## src/hw/obj_pkg.sv

```systemverilog
`default_nettype none

package obj_pkg;

    // bus widths
    localparam int word_w = 16;   // frame table word
    localparam int rom_aw = 20;   // code + sub-line
    localparam int rom_dw = 64;   // 16 pixels of 4 bits

    // line timing and position offsets
    localparam logic [8:0] start_hpos = 9'h1d0;  // scan kicks off here
    localparam logic [9:0] x_bias     = 10'h40;
    localparam logic [9:0] y_bias     = 10'h10;

    // one frame table entry, x is the top word
    typedef struct packed {
        logic [word_w-1:0] x;     // 15:13 prio, 9:0 pos
        logic [word_w-1:0] y;     // 15 end, 14:13 bank, 9:0 pos
        logic [word_w-1:0] code;
        logic [word_w-1:0] attr;  // tile_m, tile_n, noscroll, vflip, hflip, pal
    } obj_entry_t;

    // command from scanner to draw engine
    typedef struct packed {
        logic [15:0] code;
        logic [3:0]  vsub;
        logic        hflip;
        logic [4:0]  pal;
        logic [8:0]  hpos;
        logic [2:0]  prio;
        logic [1:0]  bank;
    } obj_cmd_t;

    typedef struct packed {
        logic [4:0] pal;
        logic [3:0] color;   // 0 is transparent
        logic [2:0] prio;
    } obj_pixel_t;

    typedef struct packed {
        logic [9:0] off_x;
        logic [9:0] off_y;
        logic       flip;
    } obj_cfg_t;

    typedef enum logic [1:0] {
        scan_idle,
        scan_read,    // entry on the bus, latch position
        scan_settle,  // tile match computing
        scan_check    // zone result ready, issue tiles
    } scan_state_e;

endpackage

`default_nettype wire

```

## src/hw/obj_cfg_regs.sv

```systemverilog
`default_nettype none

module obj_cfg_regs (
    input  wire logic             clk,
    input  wire logic             rst,
    input  wire logic             cfg_we,
    input  wire logic [1:0]       cfg_sel,
    input  wire logic [9:0]       cfg_data,
    output obj_pkg::obj_cfg_t     cfg
);

    // host write decode, one register per select value
    always_ff @(posedge clk or posedge rst) begin
        if (rst) begin
            cfg <= '0;
        end else if (cfg_we) begin
            case (cfg_sel)
                2'd0: cfg.off_x <= cfg_data;    // horizontal scroll
                2'd1: cfg.off_y <= cfg_data;    // vertical scroll
                2'd2: cfg.flip  <= cfg_data[0];
                default: ;                       // select 3 not mapped
            endcase
        end
    end

endmodule

`default_nettype wire

```

## config.mk

```make
export PLATFORM = sky130hd
export DESIGN_NAME = obj_cfg_regs
export DESIGN_NICKNAME = d
export VERILOG_FILES = /design/src/hw/obj_pkg.sv /design/src/hw/obj_cfg_regs.sv
export SDC_FILE = /design/constraint.sdc
export NUM_CORES = 1
export LEC_CHECK = 0
export BUFFER_PORTS_ARGS = -buffer_cell sky130_fd_sc_hd__buf_4
export CORE_MARGIN = 2
export CORE_UTILIZATION = 30
export CTS_CLUSTER_DIAMETER = 100
export DETAILED_ROUTE_END_ITERATION = 12
export SYNTH_ARGS = -nofsm -noshare
export SYNTH_HDL_FRONTEND = slang
export SYNTH_SLANG_ARGS = --single-unit
export TNS_END_PERCENT = 1
```

## constraint.sdc

```tcl
create_clock -name clk -period 0.95 [get_ports clk]
set_input_delay 0.1425 -clock clk [delete_from_list [all_inputs] [get_ports clk]]
set_output_delay 0.1425 -clock clk [all_outputs]
set_load 0.1 [all_outputs]
```

==> impl_results.md <==
* Outcome: complete, but fails checks
* Failing checks: setup timing
* Final setup viols at 22
* Combinational share of power at between 50% and 60%
* Die Wd at approximately 57 um
* CP max-delay cell: dfrtp_4
* Largest registers: cfg (21)
* Leading post-synthesis cells by cell area: dfrtp_1 62%, mux2_4 18%, mux2_2 15%, buf_6 2.6%, nand3b_1 1.8%
* GRT overflow at 0
* Clk slew on worst S/H paths at 0.12 ns
* Vias per std cell at 4.60
* Crit path kind: reg -> out
* Clock buffer depth at 2
* Worst-skew pair later-pin latency at around 0.3 ns
* PD cells at around 2700 nW/um^2
* Post-DRT Antenna Nets at 0
* CP Capture Type: output port
* Synthesized flop and latch total at 21
* Synthesized area per cell at 17.8 um^2
* P&R area growth vs syn at 83.3%
* Die Area at 3290 um^2
* Detailed-route wire length per cell at approximately 15 um
* Multi-input gate area at about 300 um^2
* Cell variety after synth at 7
* RSZ-0062 raised after global routing: yes
* Fin util at between 50% and 60%
* First-pass GRT wire length at between 3000 and 4000 um
* Worst Path Max Fanout at 2
* Cell taking the most area after synthesis: dfrtp_1
* H-tree depth at 1
* Clock root cell: clkbuf_4
* Register-to-Register Path Depth at 2
* Fin. Hold Viols at 0
* Top cell type's share of synthesized area at 61.6%
* DR DRC count at 0
* Crit-path cells: buf_12
* Routability cong. at a little under 0.7
* Total CTS buffers at 3
* Worst Hold Path Cells at 2
* Crit path buffers/inverters at 1
* Final nets at 108
* Vias in the first global route at a little over 600
* Yosys warnings at 0
* Most frequent cells in the layout: 21 x dfrtp_4, 21 x buf_12, 19 x buf_4
* Cell family with most CP delay: flip-flops
* TritonCTS clock tree: done
* Initial Utilization at around 31%
* Drt total wl at 1870 um
* GRT Util Overall at 12.6%
* Sequential area share after synthesis at approximately three fifths
* Cell count after synthesis at 48
* Largest register FFs at 21
* Static leakage at roughly 0.00069 uW
* Fin Clk Skew at 0 ns
* Slowest stage delay, CP at ~0.52 ns
* Fmax at 0.876 GHz
* Seq. cell area at about 600 um^2
* Crit path depth at 1
* Antenna violations before repair at 0
* Final Cycle Share at 120%
* Fillers at ~220
* VDD IR max at 1980 uV
* HP Class: in -> reg
* Post-synth net total at 63
* Antenna diodes at 0
* Switching Share at 46.2%
* CTS Sinks at 21
* WP data required at 0.81 ns
* # port buffers at 35
* Setup ws final at -0.192 ns
* Largest net degree at the start of global routing at 22
* Drt first pass iters at 2
* I/O pin cnt at 36
* Die extent in y at ~57 um
* Largest register by flop count: cfg
* Final Slew Violations at 0
* Initial detailed-routing violation count at 6
* Final Critical Period at 1.14 ns
* Power share of the clock group at 10.5%
* Sw Pwr at slightly below 2000 uW
* Pint at about 2200 uW
* Kind of start point of the critical path: flip-flop
* Via count at roughly 570
* Cell Rows at 19
* Crit path arrival time at 1.00 ns
* Total core area at approximately 2700 um^2
* Share of layout cells above drive strength 1 at between 90% and 100%
* Relative slew slack at approximately four fifths
* Post-Synthesis Cell Area at 853 um^2
* Overall power at about 4200 uW
* Flop pwr share at 33.0%
* Least-Margin Pin Slew at between 0.2 and 0.3 ns
* Max-Cap Viols at 0
[final cells by class]
cell class / count / share of cell area (%)
Sequential cell: 21 / 38.6
Tap cell: 31 / 2.48
Clock buffer: 3 / 1.44
Multi-Input combinational cell: 24 / 19.5
Inverter: 1 / 0.240
Timing Repair Buffer: 42 / 37.4
Clock inverter: 1 / 0.320
[cell usage after synthesis]
master	n
mux2_4	10
buf_6	2
nor3b_2	1
dfrtp_1	21
inv_1	1
mux2_2	11
nand3b_1	2
[timing repair]
action                                 in CTS  in global routing
endpoints found under the hold margin      21                  0
buffers inserted                            1                  0
resized for setup                          63                  1
setup endpoints to repair                  21                 22
hold buffers                                1                  0
[worst paths after layout]
kind                                   from       to  slack [ns]
worst min-delay path            cfg_data[1]   cfg[2]        0.07
worst max-delay path                cfg[10]  cfg[10]       -0.19
min in group asynchronous               rst   cfg[6]        0.42
worst max register to register       cfg[2]   cfg[2]       -0.03
max in group asynchronous               rst  cfg[18]        0.28
worst min register to register       cfg[7]   cfg[7]        0.61
[through the flow]
step	hold WS, ns	cells	setup TNS, ns	area (um^2)	setup slack, ns
after floorplan	0.119	48	-1.45	936	-0.0706
final	0.0664	123	-3.85	1560	-0.192
after CTS	0.0473	123	-4.28	1560	-0.209
after global placement	0.197	117	-2.34	1250	-0.146
after detailed placement	0.204	117	-2.47	1250	-0.172
after global routing	0.0413	123	-4.78	1560	-0.239
[routing by layer]
layer | wire length (um) | vias up | GRT usage, %
met3 | 90 | 2 | 4.54
li1 | - | 255 | -
met2 | 932 | 24 | 19.5
met4 | 20 | 0 | 4.98
met5 | 0 | - | 0
met1 | 827 | 285 | 16.2
[logic make-up (layout without fill, tap and decap cells)]
kind of cell  Yosys count  after routing  synth area share (%)
mux                    21             21                  32.1
flops                  21             21                  61.6
simple gates            3              3                  3.23
buf+inv                 3             47                  3.08
[power groups by stage]
stage               Clock (uW)  Sequential [uW]  Combinational, uW
floorplan                    0             2560                243
global placement             0             1290               1890
detailed placement           0             1290               1900
CTS                        470             1370               2350
global route               499             1400               2400
finish                     438             1370               2350
(Power assumes the default switching activity.)
