$ cat src/hw/obj_pkg.sv
`default_nettype none

package obj_pkg;

    // bus widths
    localparam int word_w = 16;   // frame table word
    localparam int rom_aw = 20;   // code + sub-line
    localparam int rom_dw = 64;   // 16 pixels of 4 bits

    // line timing and position offsets
    localparam logic [8:0] start_hpos = 9'h1d0;  // scan kicks off here
    localparam logic [9:0] x_bias     = 10'h40;
    localparam logic [9:0] y_bias     = 10'h10;

    // one frame table entry, x is the top word
    typedef struct packed {
        logic [word_w-1:0] x;     // 15:13 prio, 9:0 pos
        logic [word_w-1:0] y;     // 15 end, 14:13 bank, 9:0 pos
        logic [word_w-1:0] code;
        logic [word_w-1:0] attr;  // tile_m, tile_n, noscroll, vflip, hflip, pal
    } obj_entry_t;

    // command from scanner to draw engine
    typedef struct packed {
        logic [15:0] code;
        logic [3:0]  vsub;
        logic        hflip;
        logic [4:0]  pal;
        logic [8:0]  hpos;
        logic [2:0]  prio;
        logic [1:0]  bank;
    } obj_cmd_t;

    typedef struct packed {
        logic [4:0] pal;
        logic [3:0] color;   // 0 is transparent
        logic [2:0] prio;
    } obj_pixel_t;

    typedef struct packed {
        logic [9:0] off_x;
        logic [9:0] off_y;
        logic       flip;
    } obj_cfg_t;

    typedef enum logic [1:0] {
        scan_idle,
        scan_read,    // entry on the bus, latch position
        scan_settle,  // tile match computing
        scan_check    // zone result ready, issue tiles
    } scan_state_e;

endpackage

`default_nettype wire

$ cat src/hw/obj_tile_match.sv
`default_nettype none

module obj_tile_match (
    input  wire logic           clk,
    input  obj_pkg::obj_entry_t entry,
    input  wire logic [8:0]     vrenderf,
    input  wire logic [9:0]     obj_y,
    input  wire logic [3:0]     n,         // tile column
    output logic                inzone,
    output logic [3:0]          vsub,
    output logic [15:0]         code_mn
);

    logic [9:0] ydiff;
    logic [3:0] tile_m;
    logic [3:0] m;       // tile row hit by this line
    logic [3:0] row;
    logic       vflip;

    assign tile_m = entry.attr[15:12];
    assign vflip  = entry.attr[6];
    assign ydiff  = {1'b0, vrenderf} - obj_y;    // wraps when above the object
    assign m      = ydiff[7:4];
    assign row    = vflip ? tile_m - m : m;      // count from the bottom

    always_ff @(posedge clk) begin
        // object is (tile_m+1)*16 lines tall
        inzone  <= (ydiff[9:8] == 2'b00) && (m <= tile_m);
        vsub    <= ydiff[3:0] ^ {4{vflip}};
        // next row of tiles sits 16 codes further on
        code_mn <= entry.code + {12'd0, n} + {8'd0, row, 4'd0};
    end

endmodule

`default_nettype wire

$ cat config.mk
export PLATFORM = sky130hd
export DESIGN_NAME = obj_tile_match
export DESIGN_NICKNAME = d
export VERILOG_FILES = /design/src/hw/obj_pkg.sv /design/src/hw/obj_tile_match.sv
export SDC_FILE = /design/constraint.sdc
export NUM_CORES = 1
export LEC_CHECK = 0
export ABC_AREA = 1
export BUFFER_PORTS_ARGS = -buffer_cell sky130_fd_sc_hd__clkbuf_2
export CAP_MARGIN = 20
export CORE_UTILIZATION = 30
export CTS_CLUSTER_SIZE = 28
export DETAILED_ROUTE_END_ITERATION = 6
export PLACE_DENSITY = 0.55
export SETUP_SLACK_MARGIN = 0.05
export SYNTH_ARGS = -nofsm -noshare
export SYNTH_HDL_FRONTEND = slang
export SYNTH_SLANG_ARGS = --single-unit
$ cat constraint.sdc
create_clock -name clk -period 8.5 [get_ports clk]
set_input_delay 1.275 -clock clk [delete_from_list [all_inputs] [get_ports clk]]
set_output_delay 1.275 -clock clk [all_outputs]
set_load 0.05 [all_outputs]
==> flow_summary_export.csv <==
group,metric,value,unit
synth,synth_compound_area_frac,0.0672,
timing,relSlewSlack,0.814,
floorplanning,start_util,0.315,
power,peakVddDrop,0.109,mV
synth,synth_cell_type_count,26,
worst_hold_path,worstHoldStart,"n[0]",
cts,cts_tree,"yes",
final_layout,antenna_cells_inserted,0,
grt,grt_pass1_vias,1525,
grt,antenna_found_initial,0,
worst_setup_path,critPathArrivalTime,4.41,ns
flow_run,maxCapViolations,0,
grt,gr-total-overflow,0,
synth,synth_seq_area_share,0.238,
drt,drt-total-wl,3630,um
cts,cts_made_buffers,3,
floorplanning,die_h,78.8,um
timing,fmax,236,MHz
final_layout,areaGrowthSynthToFinish,25.8,%
worst_setup_path,crit_start,"vrenderf[0]",
worst_hold_path,hold_depth,2,
timing,finalSetupTns,0,ns
power,powerDensity,194,nW/um2
synth,synth_fp_nets,378,
grt,grt_use_total,0.124,
placement,gp_congestion,0.833,
final_layout,drive_gt1_frac,0.228,
synth,syn_inst,265,
floorplanning,num_io_pins,109,
synth,async_flop_share,0,
synth,ys_ff_latch,21,
synth,synth_area_leaders,"dfxtp_1 (24%), nand2_1 (18%), ha_1 (16%)",
timing,final_hold_viol_count,0,
placement,port_buffers,65,
worst_setup_path,path_max_fanout,7,
synth,muxShareOfSynthArea,0,
worst_hold_path,min_to,"code_mn[0]$_DFF_P_",
timing,holdWs,1.22,ns
timing,worst_pin_slew,0.275,ns
cts,cts-root-buf,"clkbuf_8",
power,power.total,431,uW
drt,drt_iter0_drc,38,
synth,synth_top_area_cell,"dfxtp_1",
timing,finalMaxSlewViolations,0,
drt,dr.pass1.iters,4,
floorplanning,fp-row-count,27,
synth,ys_warn_count,0,
drt,vias,1758,
timing,fin_crit_sh,0.499,
synth,ys.flop_type,"dfxtp_1",
synth,yosysTopAreaCellShare,0.238,
placement,post-dp-hpwl,3260,um
synth,synthAdderAreaFrac,0.190,
synth,synth_xor_area_frac,0.0743,
synth,synth_top_family_by_area,"simple AND/OR/NAND/NOR gates",
cts,cts_sinks,21,
cts,cts_buffer_depth,2,
cts,h-tree-depth,1,
grt,grt_first_pass_wirelength,6070,um
timing,rsz0062_at_grt,"no",
floorplanning,die_w,78.8,um
worst_setup_path,startpoint_type,"input pin",
worst_setup_path,cp-end-kind,"register",
cts,postCtsResizedCells,0,
worst_setup_path,cp.required,8.66,ns
floorplanning,core,5610,um2
synth,yosysMostFrequentCell,"nand2_1",
worst_setup_path,worstSetupPathType,"in2reg",
power,leakagePower,0.00135,uW
synth,synth_edf_count,0,
timing,finalCriticalPeriod,4.25,ns
synth,synth.top_cells.by_count,"nand2_1 (85), inv_1 (50), ha_1 (22), nand3_1 (22), dfxtp_1 (21)",
cts,post_cts_buffers,0,
synth,netlist_area,1770,um2
final_layout,nNetsFinal,447,
drt,wl_per_cell,8.97,um
synth,synthSimpleGateAreaFrac,0.320,
floorplanning,die_area,6200,um2
drt,drcViolationCount,0,
synth,avgSynthCellArea,6.67,um2
cts,cts_hold_buf,0,
worst_hold_path,hold_class,"in2reg",
drt,avgViaCountPerCell,4.34,
grt,grt_max_degree,13,
drt,antenna_left,0,
outcome,status,"complete, no violations",
timing,setup_viol,0,
cts,clk_pin_slew,0.07,ns
## worst max-delay path, cell delays in order
cell	delay, ns
clkbuf_2	0.08
inv_1	0.04
ha_1	0.13
inv_1	0.07
fa_1	0.40
nand3_1	0.08
nand2_1	0.11
nand2_1	0.10
nand2_1	0.05
nand2_1	0.07
nand2_1	0.06
ha_1	0.34
a21oi_1	0.14
o21ai_0	0.11
or2_2	0.28
nand3_1	0.06
nand2_1	0.06
ha_1	0.34
nand2_1	0.08
nor2_1	0.12
nand2_2	0.08
nand2_4	0.12
nand3_1	0.08
nand2_1	0.07
nand2_1	0.04
## how the worst max path moves through the flow
stage | endpoint | slack, ns | cells after the start
3_3_place_gp | code_mn[15]$_DFF_P_ | 3.94 | 21
5_1_grt | code_mn[14]$_DFF_P_ | 3.89 | 25
6_report | code_mn[14]$_DFF_P_ | 4.25 | 25
4_1_cts | code_mn[11]$_DFF_P_ | 4.20 | 21
2_1_floorplan | code_mn[8]$_DFF_P_ | 4.34 | 21
3_5_place_dp | code_mn[11]$_DFF_P_ | 3.92 | 21
## power by group
part	leakage [uW]	switching, uW	total, uW	internal (uW)
logic	0.00115	167	240	72.1
clock network	0.0000255	32.1	64.7	32.6
registers	0.000177	5.48	127	122
## final cells by class
class | instances | area, um2
multi-input combinational | 192 | 1150
sequential | 21 | 420
timing repair buffer | 65 | 325
clock buffer | 3 | 41.3
fill | 641 | 3380
inverter | 51 | 191
tap | 72 | 90.1
clock inverter | 1 | 5.00
## cell families after synthesis
kind of cell | count (synthesis)
simple gates | 132
buf+inv | 52
fa+ha+maj | 25
flops | 21
compound gates | 20
xor+xnor | 15
## routing by layer
metal	up-vias	routed length, um	GRT usage
met5	-	0	0
met4	0	42	0.0444
met3	4	190	0.0207
met2	44	1830	0.237
met1	747	1570	0.135
li1	963	-	-
## registers in the layout (all words and copies together) (netlist names)
register  flops
vsub          4
code_mn      16
inzone        1
## per-stage QoR
stage | util | setup slack (ns) | cells | cell area (um2)
floorplan | - | 4.34 | 265 | 1770
global placement | 0.388 | 3.94 | 401 | 2180
detailed placement | 0.388 | 3.92 | 401 | 2180
CTS | 0.397 | 4.20 | 405 | 2220
global route | 0.397 | 3.89 | 405 | 2220
finish | 0.397 | 4.25 | 405 | 2220
## cells in the final DEF, fill, tap and decap left out, drive strengths merged
cell    instances
o211ai          1
o21ai           5
nand4           6
nand3b          3
a21boi          1
a21oi          12
nor2           11
xnor2           5
dfxtp          21
clkbuf         68
nand2          87
clkinv          1
nor3            1
or2             2
fa              3
a21o            1
xor2           10
inv            51
ha             22
nand3          22
No activity file was read; power rests on OpenSTA's default activity.
