<file path="src/hw/obj_pkg.sv">
`default_nettype none

package obj_pkg;

    // bus widths
    localparam int word_w = 16;   // frame table word
    localparam int rom_aw = 20;   // code + sub-line
    localparam int rom_dw = 64;   // 16 pixels of 4 bits

    // line timing and position offsets
    localparam logic [8:0] start_hpos = 9'h1d0;  // scan kicks off here
    localparam logic [9:0] x_bias     = 10'h40;
    localparam logic [9:0] y_bias     = 10'h10;

    // one frame table entry, x is the top word
    typedef struct packed {
        logic [word_w-1:0] x;     // 15:13 prio, 9:0 pos
        logic [word_w-1:0] y;     // 15 end, 14:13 bank, 9:0 pos
        logic [word_w-1:0] code;
        logic [word_w-1:0] attr;  // tile_m, tile_n, noscroll, vflip, hflip, pal
    } obj_entry_t;

    // command from scanner to draw engine
    typedef struct packed {
        logic [15:0] code;
        logic [3:0]  vsub;
        logic        hflip;
        logic [4:0]  pal;
        logic [8:0]  hpos;
        logic [2:0]  prio;
        logic [1:0]  bank;
    } obj_cmd_t;

    typedef struct packed {
        logic [4:0] pal;
        logic [3:0] color;   // 0 is transparent
        logic [2:0] prio;
    } obj_pixel_t;

    typedef struct packed {
        logic [9:0] off_x;
        logic [9:0] off_y;
        logic       flip;
    } obj_cfg_t;

    typedef enum logic [1:0] {
        scan_idle,
        scan_read,    // entry on the bus, latch position
        scan_settle,  // tile match computing
        scan_check    // zone result ready, issue tiles
    } scan_state_e;

endpackage

`default_nettype wire

</file>
<file path="src/hw/obj_scan.sv">
`default_nettype none

module obj_scan #(
    parameter int table_aw = 8
) (
    input  wire logic                 clk,
    input  wire logic                 rst,
    input  obj_pkg::obj_cfg_t         cfg,
    input  wire logic [8:0]           vrender,   // one line ahead of display
    input  wire logic [8:0]           hdump,
    input  obj_pkg::obj_entry_t       entry,
    input  wire logic                 inzone,
    input  wire logic [3:0]           vsub,
    input  wire logic [15:0]          code_mn,
    input  wire logic                 dr_idle,
    output logic                      line,
    output logic [table_aw-1:0]       table_addr,
    output logic [8:0]                vrenderf,
    output logic [9:0]                obj_y,
    output logic [3:0]                n,         // column being issued
    output logic                      dr_start,
    output obj_pkg::obj_cmd_t         cmd
);

    obj_pkg::scan_state_e st;

    logic [table_aw-1:0] addr_q;
    logic [table_aw-1:0] addr_d;
    logic                start;
    logic                last_start;
    logic                new_line;
    logic [9:0]          obj_x;
    logic [9:0]          eff_x;
    logic [8:0]          hpos;
    logic [3:0]          npos;       // x offset of the tile, in tiles
    logic [3:0]          tile_n;
    logic                hflip;
    logic                table_end;
    logic                last_tile;
    logic                last_entry;
    logic                issue;
    logic                leave;

    assign start      = hdump == obj_pkg::start_hpos;
    assign new_line   = start && !last_start;    // rising match only
    assign tile_n     = entry.attr[11:8];
    assign hflip      = entry.attr[5];
    assign table_end  = entry.y[15] || (entry.attr[15:8] == 8'hff);
    assign last_tile  = n == tile_n;
    assign last_entry = &addr_q;
    assign eff_x      = obj_x + {2'b00, npos, 4'd0};
    assign hpos       = eff_x[8:0] - 9'd1;

    // check state with a tile ready and the draw engine free
    assign issue = (st == obj_pkg::scan_check) && inzone && dr_idle;
    // done with this entry, move the table on
    assign leave = (st == obj_pkg::scan_check) && (!inzone || (issue && last_tile));

    // address looks ahead so the entry is on the bus in scan_read
    always_comb begin
        if (new_line)
            addr_d = '0;
        else if (leave)
            addr_d = addr_q + 1'b1;
        else
            addr_d = addr_q;         // frozen while stalled in check
    end

    assign table_addr = addr_d;

    always_ff @(posedge clk or posedge rst) begin
        if (rst) begin
            st         <= obj_pkg::scan_idle;
            addr_q     <= '0;
            line       <= 1'b0;
            last_start <= 1'b0;
            dr_start   <= 1'b0;
            n          <= 4'd0;
            npos       <= 4'd0;
        end else begin
            last_start <= start;
            addr_q     <= addr_d;
            dr_start   <= 1'b0;
            case (st)
                obj_pkg::scan_read: begin
                    if (table_end) begin
                        st <= obj_pkg::scan_idle;
                    end else begin
                        n    <= 4'd0;
                        npos <= hflip ? tile_n : 4'd0;   // flipped objects start right
                        st   <= obj_pkg::scan_settle;
                    end
                end
                obj_pkg::scan_settle: st <= obj_pkg::scan_check;
                obj_pkg::scan_check: begin
                    if (!inzone) begin
                        st <= last_entry ? obj_pkg::scan_idle : obj_pkg::scan_read;
                    end else if (dr_idle) begin
                        dr_start <= ~eff_x[9];   // off the left edge, drop it
                        if (last_tile) begin
                            st <= last_entry ? obj_pkg::scan_idle : obj_pkg::scan_read;
                        end else begin
                            n    <= n + 4'd1;
                            npos <= hflip ? npos - 4'd1 : npos + 4'd1;
                            st   <= obj_pkg::scan_settle;   // let tile match see n
                        end
                    end
                end
                default: ;   // idle until the next line
            endcase
            // line start wins over the case above, cuts off a late scan
            if (new_line) begin
                line <= ~line;
                st   <= obj_pkg::scan_read;
            end
        end
    end

    always_ff @(posedge clk) begin
        if (new_line)
            vrenderf <= vrender ^ {1'b0, {8{cfg.flip}}};
        if (st == obj_pkg::scan_read) begin
            // bit 7 pins the object to the screen
            obj_x <= entry.x[9:0] + obj_pkg::x_bias - (entry.attr[7] ? 10'd0 : cfg.off_x);
            obj_y <= entry.y[9:0] + obj_pkg::y_bias - (entry.attr[7] ? 10'd0 : cfg.off_y);
        end
        if (issue) begin
            cmd <= '{code:  code_mn,
                     vsub:  vsub,
                     hflip: hflip,
                     pal:   entry.attr[4:0],
                     hpos:  hpos,
                     prio:  entry.x[15:13],
                     bank:  entry.y[14:13]};
        end
    end

endmodule

`default_nettype wire

</file>
<file path="config.mk">
export PLATFORM = sky130hd
export DESIGN_NAME = obj_scan
export DESIGN_NICKNAME = d
export VERILOG_FILES = /design/src/hw/obj_pkg.sv /design/src/hw/obj_scan.sv
export SDC_FILE = /design/constraint.sdc
export NUM_CORES = 1
export LEC_CHECK = 0
export ABC_AREA = 1
export BUFFER_PORTS_ARGS = -buffer_cell sky130_fd_sc_hd__buf_2
export CAP_MARGIN = 40
export CORE_UTILIZATION = 45
export DETAILED_ROUTE_END_ITERATION = 7
export GPL_ROUTABILITY_DRIVEN = 1
export PLACE_DENSITY = 0.78
export SYNTH_ARGS = -nofsm -noshare
export SYNTH_HDL_FRONTEND = slang
export SYNTH_SLANG_ARGS = --single-unit
export TNS_END_PERCENT = 20
</file>
<file path="constraint.sdc">
create_clock -name clk -period 4.3 [get_ports clk]
set_input_delay 0.43 -clock clk [delete_from_list [all_inputs] [get_ports clk]]
set_output_delay 0.43 -clock clk [all_outputs]
set_load 0.02 [all_outputs]
</file>
==> summary.txt <==
Min path
  • Hold crit path type: in2async

Clock tree
  • CTS Sinks: 90
  • CTS max path bufs: 2
  • Hold_buf cts: 0
  • CTS buffer count: 9
  • Clock root cell: clkbuf_8
  • H-Tree Depth: 3
  • Post-cts repair resize count: 0
  • Clock transition at path regs: 0.09 ns
  • Clk Latency, worst-skew pair: 0.35 ns
  • Setup bufs post-CTS: 0
  • CTS tree: done

Layout
  • Sequential Area: 2597 um2
  • Most frequent cells in the layout: 176 x buf_2, 98 x nand2_1, 69 x edfxtp_1
  • Filler cells: 896
  • Multi-input logic area: 2093 um2
  • Synth-to-layout area growth: 25.93%
  • Most common cell after layout, fill and taps aside: buf_2
  • Design area: 6240 um2
  • # diodes: 0
  • Share of layout cells above drive strength 1: 31.33%
  • Nets: 839

Timing
  • RSZ-0062 raised after global routing: no
  • Clk_skew: 0.007390 ns
  • Final Hold Fails: 0
  • Slew Limit Fails: 0
  • Setup ws final: 1.821 ns
  • Final worst-path cycle share: 57.66%
  • Least-Margin Pin Slew: 0.8290 ns
  • Min Clock Period, post-route: 2.479 ns
  • Setup_tns: 0 ns
  • Slew HR: 44.67%
  • Setup Viol. Count Final: 0
  • Hold_ws: 0.2243 ns
  • Max Fclk: 403.3 MHz

Synthesis
  • Mapped Avg Cell Area: 10.37 um2
  • EDFF count, synth: 69
  • Syn Inst Count: 478
  • Asr flop ratio synth: 23.33%
  • Post-synthesis sequential area ratio: 52.42%
  • Ys flop type: edfxtp_1
  • Syn Nets: 655
  • Synth warn: 0
  • Netlist cell types: 30
  • Seq cells post-synth: 90
  • Post-Syn Area: 4955 um2

Power and ir drop
  • Power density over cell area: 498.9 nW/um2
  • Static leakage: 3.043 nW
  • Worst VDD drop: 263.4 uV
  • Pwr Total: 3.113 mW

Placement
  • Count of input and output buffers: 176
  • Post-DP HPWL: 8.553 mm
  • Routability cong.: 0.7926
  • Area after DPL: 6028 um2
  • Place WS: 1.487 ns

Detailed routing
  • DRC Markers: 0
  • Post-route antenna net violation count: 0
  • Detailed-route via count: 3,961
  • Drt total wl: 10.61 mm
  • WL per Instance: 13.21 um
  • First-pass detailed-route iteration total: 4
  • Initial DRC Count: 259
  • Vias/cell: 4.933

Floorplanning
  • Initial core utilization: 47.15%
  • Io pins: 200
  • Die Y: 106.9 um
  • FP Rows: 37
  • Die area: 11,430 um2
  • Die extent in x: 106.9 um
  • Core area: 10,510 um2

GRT
  • First-pass GRT wire length: 17.35 mm
  • GR Overflow Total: 0
  • Vias in the first global route: 4,010
  • Largest net degree at the start of global routing: 25
  • Initial antenna violation count: 0
  • GRT Total Usage: 19.21%

Job
  • Maxcap violations: 0

Worst setup path
  • Startpoint types: register
  • WS Path Type: reg2reg
  • Worst EP required: 4.36 ns
  • Setup crit end kind: register
  • Arr. time, crit path: 2.54 ns
  • Crit Path Max Fanout: 24

Outcome
  • Status: completed
-- worst max-delay path, stage by stage (launching register included) --
cell,delay (ns)
dfrtp_1,0.40
ha_1,0.59
inv_1,0.38
nor2_4,0.58
buf_16,0.24
-- power by group --
group / total (mW) / switching (mW) / internal (mW)
clock network: 0.602 / 0.311 / 0.291
registers: 1.28 / 0.108 / 1.17
logic: 1.23 / 0.777 / 0.456
-- registers in the layout (all words and copies together), names as in the netlist, 2 cells and up --
| name | flops |
|---|---|
| addr_q | 8 |
| obj_x | 10 |
| cmd | 40 |
| obj_y | 10 |
| vrenderf | 9 |
| npos | 4 |
| n | 4 |
| st | 2 |
-- cell type report --
| type | count | share of cell area [%] |
|---|---|---|
| clock buffer | 10 | 2.206 |
| clock inverter | 6 | 1.183 |
| inverter | 65 | 3.910 |
| multi-input combinational | 318 | 33.55 |
| sequential | 90 | 41.63 |
| tap | 136 | 2.727 |
| timing repair buffer | 178 | 14.80 |
-- path summary, 6_finish.rpt --
path	from	to	slack [ns]	cells after the start
setup / recovery	st[1]	cmd[33]	1.82	4
hold / removal	rst	line	0.22	2
setup reg to reg	st[1]	cmd[33]	1.82	4
hold reg to reg	line	line	0.50	1
max in group asynchronous	rst	n[0]	3.56	2
min in group clk	vsub[3]	cmd[23]	0.24	1
-- routing by layer --
layer / wire, um / global-route usage, % / vias to the layer above
met5: 0 / 0 / -
met4: 160 / 7.730 / 0
met3: 1004 / 5.471 / 13
met2: 5322 / 34.70 / 175
met1: 4125 / 21.09 / 1798
li1: - / - / 1975
-- Yosys cell counts (all sizes together) (2+ instances only) --
master,instances,area share [%]
fa,4,1.6
o21ai,6,0.61
nand4,17,2.1
buf,3,0.40
clkbuf,2,0.15
nor2,29,2.3
nor3,2,0.20
xnor2,13,2.3
dfrtp,21,11
a21oi,23,2.4
inv,65,4.9
xor2,30,5.3
o21bai,2,0.30
ha,46,12
edfxtp,69,42
nand3b,3,0.45
nand2,104,8.5
o22ai,3,0.38
nand3,33,3.6
-- through the flow --
step | instances | util [%]
after floorplan | 478 | -
after global placement | 785 | 56.96
after detailed placement | 787 | 57.36
after CTS | 803 | 59.38
after global routing | 803 | 59.38
final | 803 | 59.38
-- cell families after synthesis --
group | Yosys count | synth area share [%]
adder cells (fa/ha/maj) | 50 | 13.23
XOR/XNOR | 43 | 7.601
AO/OA/AOI/OAI | 35 | 3.838
flip-flops | 90 | 52.42
buffers and inverters | 70 | 5.480
AND/OR/NAND/NOR | 190 | 17.42
Note: power is estimated with default switching activity, not from simulation.
